`src/mulPkg.sv`:
```
`default_nettype none

package mulPkg;

	// lane geometry of the packed multiplier
	localparam int laneCount = 4;
	localparam int laneWidth = 16;
	localparam int productWidth = 2 * laneWidth;
	// dot sum needs two guard bits over a single product
	localparam int sumWidth = productWidth + 2;
	localparam int dataWidth = 64;

	// wishbone side
	localparam int busWidth = 32;
	localparam int addrWidth = 3;

	// word addresses
	localparam logic [addrWidth-1:0] regRsLo = 3'd0;
	localparam logic [addrWidth-1:0] regRsHi = 3'd1;
	localparam logic [addrWidth-1:0] regRtLo = 3'd2;
	localparam logic [addrWidth-1:0] regRtHi = 3'd3;
	localparam logic [addrWidth-1:0] regControl = 3'd4;
	localparam logic [addrWidth-1:0] regStatus = 3'd5;
	localparam logic [addrWidth-1:0] regResultLo = 3'd6;
	localparam logic [addrWidth-1:0] regResultHi = 3'd7;

	// numbering follows the execute-stage multiplier
	typedef enum logic [3:0]
	{
		opLaneWide = 4'd1,
		opLanePair = 4'd3,
		opPackedLo = 4'd4,
		opPackedHi = 4'd5,
		opDotSum = 4'd6
	} mulOpT;

	typedef struct packed
	{
		logic valid;
		mulOpT op;
		logic isUnsigned;
		logic [dataWidth-1:0] rs;
		logic [dataWidth-1:0] rt;
	} mulReqT;

	// lane 0 sits in the lowest bits
	typedef struct packed
	{
		logic valid;
		mulOpT op;
		logic isUnsigned;
		logic [laneCount-1:0][productWidth-1:0] lanes;
	} laneProdT;

	typedef struct packed
	{
		logic valid;
		logic [dataWidth-1:0] value;
	} mulResT;

	typedef struct packed
	{
		logic cyc;
		logic stb;
		logic we;
		logic [addrWidth-1:0] adr;
		logic [busWidth-1:0] dat;
		logic [busWidth/8-1:0] sel;
	} wbReqT;

	typedef struct packed
	{
		logic ack;
		logic [busWidth-1:0] dat;
	} wbRspT;

endpackage

`default_nettype wire

```
`src/laneProducts.sv`:
```
`timescale 1ns/1ns
`default_nettype none

module laneProducts
(
	input logic clock,
	input logic rstN,
	input logic hold,
	input mulPkg::mulReqT req,
	output mulPkg::laneProdT prod
);

	logic [mulPkg::laneCount-1:0][mulPkg::productWidth-1:0] products;

	logic validQ;
	mulPkg::mulOpT opQ;
	logic unsignedQ;
	logic [mulPkg::laneCount-1:0][mulPkg::productWidth-1:0] lanesQ;

	// widen one 16-bit lane to product width
	function automatic logic [mulPkg::productWidth-1:0] extendLane
	(
		input logic [mulPkg::laneWidth-1:0] lane,
		input logic isUnsigned
	);
		logic fill;
		fill = lane[mulPkg::laneWidth-1] & ~isUnsigned;
		return {{(mulPkg::productWidth - mulPkg::laneWidth){fill}}, lane};
	endfunction

	// low half of the wide product is exact for both signed and unsigned lanes
	always_comb
	begin
		for (int i = 0; i < mulPkg::laneCount; i++)
		begin
			products[i] =
				extendLane(req.rs[i*mulPkg::laneWidth +: mulPkg::laneWidth], req.isUnsigned) *
				extendLane(req.rt[i*mulPkg::laneWidth +: mulPkg::laneWidth], req.isUnsigned);
		end
	end

	// stage 1 valid
	always_ff @(posedge clock or negedge rstN)
	begin
		if (!rstN)
		begin
			validQ <= 1'b0;
		end
		else if (!hold)
		begin
			validQ <= req.valid;
		end
	end

	// products and control fields follow the valid bit
	always_ff @(posedge clock)
	begin
		if (!hold)
		begin
			opQ <= req.op;
			unsignedQ <= req.isUnsigned;
			lanesQ <= products;
		end
	end

	assign prod = '{
		valid: validQ,
		op: opQ,
		isUnsigned: unsignedQ,
		lanes: lanesQ
	};

endmodule

`default_nettype wire

```
`src/mulUnit.sv`:
```
`timescale 1ns/1ns
`default_nettype none

module mulUnit
(
	input logic clock,
	input logic rstN,
	input logic hold,
	input mulPkg::mulReqT req,
	output mulPkg::mulResT result
);

	mulPkg::laneProdT prod;

	logic [mulPkg::sumWidth-1:0] dotSum;
	logic [mulPkg::dataWidth-1:0] formatted;

	logic resValidQ;
	logic [mulPkg::dataWidth-1:0] resValueQ;

	// stage 1 lane multipliers
	laneProducts stageOne
	(
		.clock(clock),
		.rstN(rstN),
		.hold(hold),
		.req(req),
		.prod(prod)
	);

	// one lane product widened for the dot sum
	function automatic logic [mulPkg::sumWidth-1:0] extendProduct
	(
		input logic [mulPkg::productWidth-1:0] product,
		input logic isUnsigned
	);
		logic fill;
		fill = product[mulPkg::productWidth-1] & ~isUnsigned;
		return {{(mulPkg::sumWidth - mulPkg::productWidth){fill}}, product};
	endfunction

	always_comb
	begin
		dotSum = '0;
		for (int i = 0; i < mulPkg::laneCount; i++)
		begin
			dotSum = dotSum + extendProduct(prod.lanes[i], prod.isUnsigned);
		end
	end

	// result formatting by op code
	always_comb
	begin
		formatted = '0;
		case (prod.op)
			mulPkg::opLaneWide:
			begin
				formatted = {
					{(mulPkg::dataWidth - mulPkg::productWidth)
						{prod.lanes[0][mulPkg::productWidth-1] & ~prod.isUnsigned}},
					prod.lanes[0]
				};
			end
			mulPkg::opLanePair:
			begin
				formatted = {prod.lanes[1], prod.lanes[0]};
			end
			mulPkg::opPackedLo:
			begin
				for (int i = 0; i < mulPkg::laneCount; i++)
				begin
					formatted[i*mulPkg::laneWidth +: mulPkg::laneWidth] =
						prod.lanes[i][mulPkg::laneWidth-1:0];
				end
			end
			mulPkg::opPackedHi:
			begin
				for (int i = 0; i < mulPkg::laneCount; i++)
				begin
					formatted[i*mulPkg::laneWidth +: mulPkg::laneWidth] =
						prod.lanes[i][mulPkg::productWidth-1:mulPkg::laneWidth];
				end
			end
			mulPkg::opDotSum:
			begin
				formatted = {
					{(mulPkg::dataWidth - mulPkg::sumWidth)
						{dotSum[mulPkg::sumWidth-1] & ~prod.isUnsigned}},
					dotSum
				};
			end
			// unknown codes give zero
			default:
			begin
				formatted = '0;
			end
		endcase
	end

	// stage 2 register, frozen together with stage 1
	always_ff @(posedge clock or negedge rstN)
	begin
		if (!rstN)
		begin
			resValidQ <= 1'b0;
		end
		else if (!hold)
		begin
			resValidQ <= prod.valid;
		end
	end

	always_ff @(posedge clock)
	begin
		if (!hold)
		begin
			resValueQ <= formatted;
		end
	end

	assign result = '{valid: resValidQ, value: resValueQ};

endmodule

`default_nettype wire

```
`src/mulRegs.sv`:
```
`timescale 1ns/1ns
`default_nettype none

module mulRegs
(
	input logic clock,
	input logic rstN,
	input mulPkg::wbReqT wbReq,
	output mulPkg::wbRspT wbRsp,
	output mulPkg::mulReqT issue,
	input mulPkg::mulResT result,
	output logic hold
);

	logic ackQ;
	logic request;
	logic isControl;
	logic stall;
	logic accept;
	logic issueValid;
	logic capture;
	logic clearFull;
	logic resultFull;
	logic [1:0] inFlight;
	logic [4:0] controlQ;
	logic [mulPkg::dataWidth-1:0] rsQ;
	logic [mulPkg::dataWidth-1:0] rtQ;
	logic [mulPkg::dataWidth-1:0] resultQ;
	logic [mulPkg::busWidth-1:0] readData;

	// byte-enable merge for operand words
	function automatic logic [mulPkg::busWidth-1:0] mergeBytes
	(
		input logic [mulPkg::busWidth-1:0] oldWord,
		input logic [mulPkg::busWidth-1:0] newWord,
		input logic [mulPkg::busWidth/8-1:0] sel
	);
		logic [mulPkg::busWidth-1:0] merged;
		merged = oldWord;
		for (int b = 0; b < mulPkg::busWidth / 8; b++)
		begin
			if (sel[b])
			begin
				merged[b*8 +: 8] = newWord[b*8 +: 8];
			end
		end
		return merged;
	endfunction

	// new cycle, never back to back with an ack
	assign request = wbReq.cyc & wbReq.stb & ~ackQ;
	assign isControl = wbReq.we & (wbReq.adr == mulPkg::regControl);
	// a full result register back-pressures control writes
	assign stall = isControl & resultFull;
	assign accept = request & ~stall;
	assign issueValid = accept & isControl;

	assign hold = resultFull;
	assign capture = result.valid & ~hold;
	assign clearFull = accept & ~wbReq.we & (wbReq.adr == mulPkg::regResultHi);

	assign issue = '{
		valid: issueValid,
		op: mulPkg::mulOpT'(wbReq.dat[3:0]),
		isUnsigned: wbReq.dat[4],
		rs: rsQ,
		rt: rtQ
	};

	always_ff @(posedge clock or negedge rstN)
	begin
		if (!rstN)
		begin
			ackQ <= 1'b0;
			resultFull <= 1'b0;
			inFlight <= 2'd0;
		end
		else
		begin
			ackQ <= accept;
			if (capture)
			begin
				resultFull <= 1'b1;
			end
			else if (clearFull)
			begin
				resultFull <= 1'b0;
			end
			// issue and capture can land on the same edge
			case ({issueValid, capture})
				2'b10: inFlight <= inFlight + 2'd1;
				2'b01: inFlight <= inFlight - 2'd1;
				default: inFlight <= inFlight;
			endcase
		end
	end

	// software visible registers
	always_ff @(posedge clock or negedge rstN)
	begin
		if (!rstN)
		begin
			rsQ <= '0;
			rtQ <= '0;
			controlQ <= '0;
			resultQ <= '0;
		end
		else
		begin
			if (accept && wbReq.we)
			begin
				case (wbReq.adr)
					mulPkg::regRsLo: rsQ[31:0] <= mergeBytes(rsQ[31:0], wbReq.dat, wbReq.sel);
					mulPkg::regRsHi: rsQ[63:32] <= mergeBytes(rsQ[63:32], wbReq.dat, wbReq.sel);
					mulPkg::regRtLo: rtQ[31:0] <= mergeBytes(rtQ[31:0], wbReq.dat, wbReq.sel);
					mulPkg::regRtHi: rtQ[63:32] <= mergeBytes(rtQ[63:32], wbReq.dat, wbReq.sel);
					mulPkg::regControl: controlQ <= wbReq.dat[4:0];
					default: ;
				endcase
			end
			if (capture)
			begin
				resultQ <= result.value;
			end
		end
	end

	// read data follows the held address during the ack cycle
	always_comb
	begin
		case (wbReq.adr)
			mulPkg::regRsLo: readData = rsQ[31:0];
			mulPkg::regRsHi: readData = rsQ[63:32];
			mulPkg::regRtLo: readData = rtQ[31:0];
			mulPkg::regRtHi: readData = rtQ[63:32];
			mulPkg::regControl: readData = {{(mulPkg::busWidth - 5){1'b0}}, controlQ};
			mulPkg::regStatus:
			begin
				readData = {{(mulPkg::busWidth - 2){1'b0}}, inFlight != 2'd0, resultFull};
			end
			mulPkg::regResultLo: readData = resultQ[31:0];
			default: readData = resultQ[63:32];
		endcase
	end

	assign wbRsp = '{ack: ackQ, dat: ackQ ? readData : '0};

endmodule

`default_nettype wire

```
`src/mulPeriph.sv`:
```
`timescale 1ns/1ns
`default_nettype none

module mulPeriph
(
	input logic clock,
	input logic rstN,
	input mulPkg::wbReqT wbReq,
	output mulPkg::wbRspT wbRsp
);

	// request from the register block into the pipeline
	mulPkg::mulReqT issue;
	// finished result back to the register block
	mulPkg::mulResT result;
	logic hold;

	mulRegs registers
	(
		.clock(clock),
		.rstN(rstN),
		.wbReq(wbReq),
		.wbRsp(wbRsp),
		.issue(issue),
		.result(result),
		.hold(hold)
	);

	// two stage packed multiplier
	mulUnit multiplier
	(
		.clock(clock),
		.rstN(rstN),
		.hold(hold),
		.req(issue),
		.result(result)
	);

endmodule

`default_nettype wire

```
`config.mk`:
```
export PLATFORM = sky130hd
export DESIGN_NAME = mulPeriph
export DESIGN_NICKNAME = d
export VERILOG_FILES = /design/src/mulPkg.sv /design/src/laneProducts.sv /design/src/mulUnit.sv /design/src/mulRegs.sv /design/src/mulPeriph.sv
export SDC_FILE = /design/constraint.sdc
export NUM_CORES = 2
export LEC_CHECK = 0
export BUFFER_PORTS_ARGS = -buffer_cell sky130_fd_sc_hd__buf_2
export CAP_MARGIN = 0
export CORE_UTILIZATION = 40
export CTS_CLUSTER_SIZE = 20
export DETAILED_ROUTE_END_ITERATION = 8
export HOLD_SLACK_MARGIN = 0.15
export PLACE_DENSITY = 0.51
export SLEW_MARGIN = 30
export SYNTH_ARGS = -nofsm -noshare
export SYNTH_HDL_FRONTEND = slang
export SYNTH_SLANG_ARGS = --single-unit
```
`constraint.sdc`:
```
create_clock -name clock -period 7.9 [get_ports clock]
set_input_delay 2.37 -clock clock [delete_from_list [all_inputs] [get_ports clock]]
set_output_delay 2.37 -clock clock [all_outputs]
set_load 0.01 [all_outputs]
```
==> flow_summary.json <==
{
  "status": "finished, violations left",
  "violations": "design-rule violations",
  "rows": 142,
  "rsz0062_at_grt": "yes",
  "crit_path_end_kind": "flip-flop",
  "num_vias": 42082,
  "grt-ovfl-total": 0,
  "synth_top_area_share_pct": 39.3,
  "critical_path.cell_chain": "buf_2, buf_4, nand2b_4, or2_2, fa_1, fa_1, inv_1, fa_1, fa_1, fa_1, inv_1, fa_1, inv_1, ha_4, a2111oi_1, o21ai_1, a221oi_2, a21boi_2, a221o_1, nand2b_1, nand4b_1, a21oi_2, xnor2_1",
  "setup-violations-final": 0,
  "crit_fanout": 4,
  "yosysTopAreaCell": "fa_1",
  "period_needed_ns": 7.76,
  "wl_per_cell_um": 22.5,
  "clock_path_buffers": 3,
  "max_freq_mhz": 129,
  "leakagePower_nw": 33.2,
  "finalSetupTns_ns": 0,
  "synth_area_mm2": 0.0608,
  "combPwrFrac_pct": 58.3,
  "antenna_found_initial": 7,
  "grt_pass1_vias": 45161,
  "dp.cells": 8098,
  "cp-start-kind": "input pin",
  "criticalPathCategory": "input pin to flip-flop",
  "numClockSinks": 400,
  "p_sw_mw": 7.76,
  "synthesis.nets": 7599,
  "wl_um": 184000,
  "dieWidth_um": 392,
  "period_share_pct": 98.2,
  "firstDrtPassIters": 9,
  "cpMostUsedCell": "fa_1",
  "ys_seq_area_share_pct": 18.1,
  "fillers": 14568,
  "portBuffers": 76,
  "place_congestion": 0.937,
  "p_seq_share_pct": 27.4,
  "die_height_um": 392,
  "pwr-share-clk_pct": 14.3,
  "synth_area_leaders": "fa_1 39%, edfxtp_1 9.7%, dfrtp_1 8.4%, inv_1 8.0%, ha_1 7.5%",
  "postSynthCellCount": 5999,
  "synth-main-ff-cell": "dfrtp_1",
  "clk_pin_slew_worst_paths_ns": 0.07,
  "drive_gt1_share_pct": 12.6,
  "clk_latency_ns": 0.64,
  "num_antenna_cells": 0,
  "grt_util_all_layers_pct": 24.8,
  "synth_cell_types": 79,
  "drtAntennaViolNets": 0,
  "yosys_warnings": 0,
  "cts_tree": "done",
  "final-seq-area_mm2": 0.0110,
  "ir_drop_v": 0.000332,
  "grt_pass1_wl_um": 286000,
  "viasPerCell": 5.14,
  "holdBufCountCts": 0,
  "clock_skew_ns": 0.0516,
  "dieArea_mm2": 0.154,
  "synth_async_sr_flop_share_pct": 50.7,
  "hold-worst-slack_ns": 0.465,
  "hp-class": "flip-flop to flip-flop",
  "synth-edff-count": 197,
  "relSlewSlack_pct": 34.0,
  "core_region_area_mm2": 0.150,
  "power_mw": 16.2,
  "synth_common_cells": "1289 x inv_1, 1194 x fa_1, 662 x nand2_1, 535 x and2_1, 362 x ha_1",
  "maxSlewViolCount": 0,
  "yosys_register_bits": 400,
  "fin_cells": 8186,
  "synth_most_common_cell": "inv_1",
  "slowest_stage": "fa_1",
  "arrival_ns": 8.11,
  "hold_viol": 0,
  "syn_avg_cell_area_um2": 10.1,
  "finalNetCount": 7732,
  "start_util_pct": 40.4,
  "internal_power_mw": 8.45,
  "cap_violations": 0,
  "powerDensity_mw_per_mm2": 242,
  "h-tree-depth": 2,
  "worstPathRequired_ns": 8.26,
  "cts_buffers": 46,
  "area_delta_synth_final_pct": 10.1,
  "grt_max_degree": 127,
  "ios": 77,
  "worstMarginPinSlew_ns": 0.990,
  "multi_input_area_mm2": 0.0442,
  "first_iter_violations": 3235,
  "cpPeakStageDelay_ns": 0.50,
  "dp_hpwl_um": 147000,
  "cts_root_buffer": "clkbuf_16",
  "drc": 42,
  "p_sw_share_pct": 47.9
}
==> state kept, by name, summed over array words and instances, names as in the netlist, 2 cells and up <==
register	cells
multiplier.stageOne.prod	128
multiplier.resValueQ	64
registers.resultQ	64
registers.rsQ	64
registers.rtQ	64
registers.controlQ	5
multiplier.stageOne.opQ	4
registers.inFlight	2
==> path summary, 6_finish.rpt <==
path / from / endpoint / slack [ns] / cells after the start
max in group asynchronous: rstN / registers.rtQ[3]$_DFFE_PN0P_ / 4.73 / 2
setup reg to reg: registers.rtQ[4]$_DFFE_PN0P_ / multiplier.stageOne.prod[25]$_DFFE_PN_ / 0.86 / 21
hold reg to reg: multiplier.resValueQ[38]$_DFFE_PN_ / registers.resultQ[38]$_DFFE_PN0P_ / 0.46 / 1
hold / removal: multiplier.resValueQ[38]$_DFFE_PN_ / registers.resultQ[38]$_DFFE_PN0P_ / 0.46 / 1
min in group asynchronous: rstN / registers.rtQ[22]$_DFFE_PN0P_ / 1.71 / 1
setup / recovery: wbReq[8] / multiplier.stageOne.prod[94]$_DFFE_PN_ / 0.14 / 23
==> metrics by stage <==
step / cell area (µm²) / util, % / setup WS (ns)
finish: 66900 / 44.5 / 0.141
CTS: 66900 / 44.5 / 0.107
floorplan: 61100 / - / -0.0409
global placement: 65200 / 43.4 / -0.474
detailed placement: 65200 / 43.4 / -0.546
global route: 66900 / 44.5 / -0.00608
==> worst max-delay path: cells and delay by family <==
| family | cells | cell delay (ns) |
|---|---|---|
| fa+ha+maj | 7 | 3.01 |
| compound gates | 6 | 1.60 |
| simple gates | 4 | 0.60 |
| buf+inv | 5 | 0.46 |
| xor+xnor | 1 | 0.07 |
==> layout by cell type, fill, tap and decap left out, types with 29 or more instances in the layout <==
cell,n
a21oi_1,108
a22o_1,30
buf_2,75
a22oi_1,39
fa_1,1188
xor2_1,50
ha_1,351
clkbuf_16,52
a222oi_1,49
nand2_1,659
a221oi_1,37
inv_1,1279
a21o_1,50
mux2_2,198
o21ai_0,82
dfrtp_1,198
o21a_1,29
buf_4,308
and2_1,534
edfxtp_1,197
xnor2_1,141
nor2_1,123
==> cells by family (layout without fill, tap and decap cells) <==
logic type / Yosys count / count (layout) / synth area share, %
buffers and inverters: 1595 / 1766 / 9.87
adder cells (fa/ha/maj): 1556 / 1556 / 46.8
AND/OR/NAND/NOR: 1484 / 1484 / 12.1
AO/OA/AOI/OAI: 573 / 573 / 6.72
flip-flops: 400 / 400 / 18.1
multiplexers: 200 / 200 / 3.72
XOR/XNOR: 191 / 191 / 2.75
==> metal layers <==
layer	vias up	share of wire (%)	GRT usage, %	wire [µm]
met5	-	0.041	0	75
met3	268	5.9	3.82	10900
met2	1144	45	38.9	83400
met1	21992	46	35.7	84100
met4	12	3.0	6.42	5520
li1	18666	-	-	-
==> what timing repair did <==
action                                  4_1_cts  5_1_grt
setup buffers                                 0        2
resized for setup                             0       15
endpoints found under the setup margin        0       12
==> power groups by stage <==
stage / clock network, mW / logic, mW / registers, mW
after CTS: 2.35 / 9.41 / 4.43
after floorplan: 0 / 6.86 / 3.55
after detailed placement: 0 / 9.29 / 4.46
final: 2.31 / 9.45 / 4.45
after global routing: 2.43 / 10.6 / 4.48
after global placement: 0 / 9.32 / 4.47
==> area by class of cell <==
cell class              count  share of cell area [%]
well taps                2016                    3.77
clock inverters            24                   0.327
inverters                1289                    7.24
flip-flops and latches    400                    16.4
repair buffers            391                    4.20
multi-input cells        4004                    65.9
clock buffers              62                    2.08
Note: power is estimated with default switching activity, not from simulation.
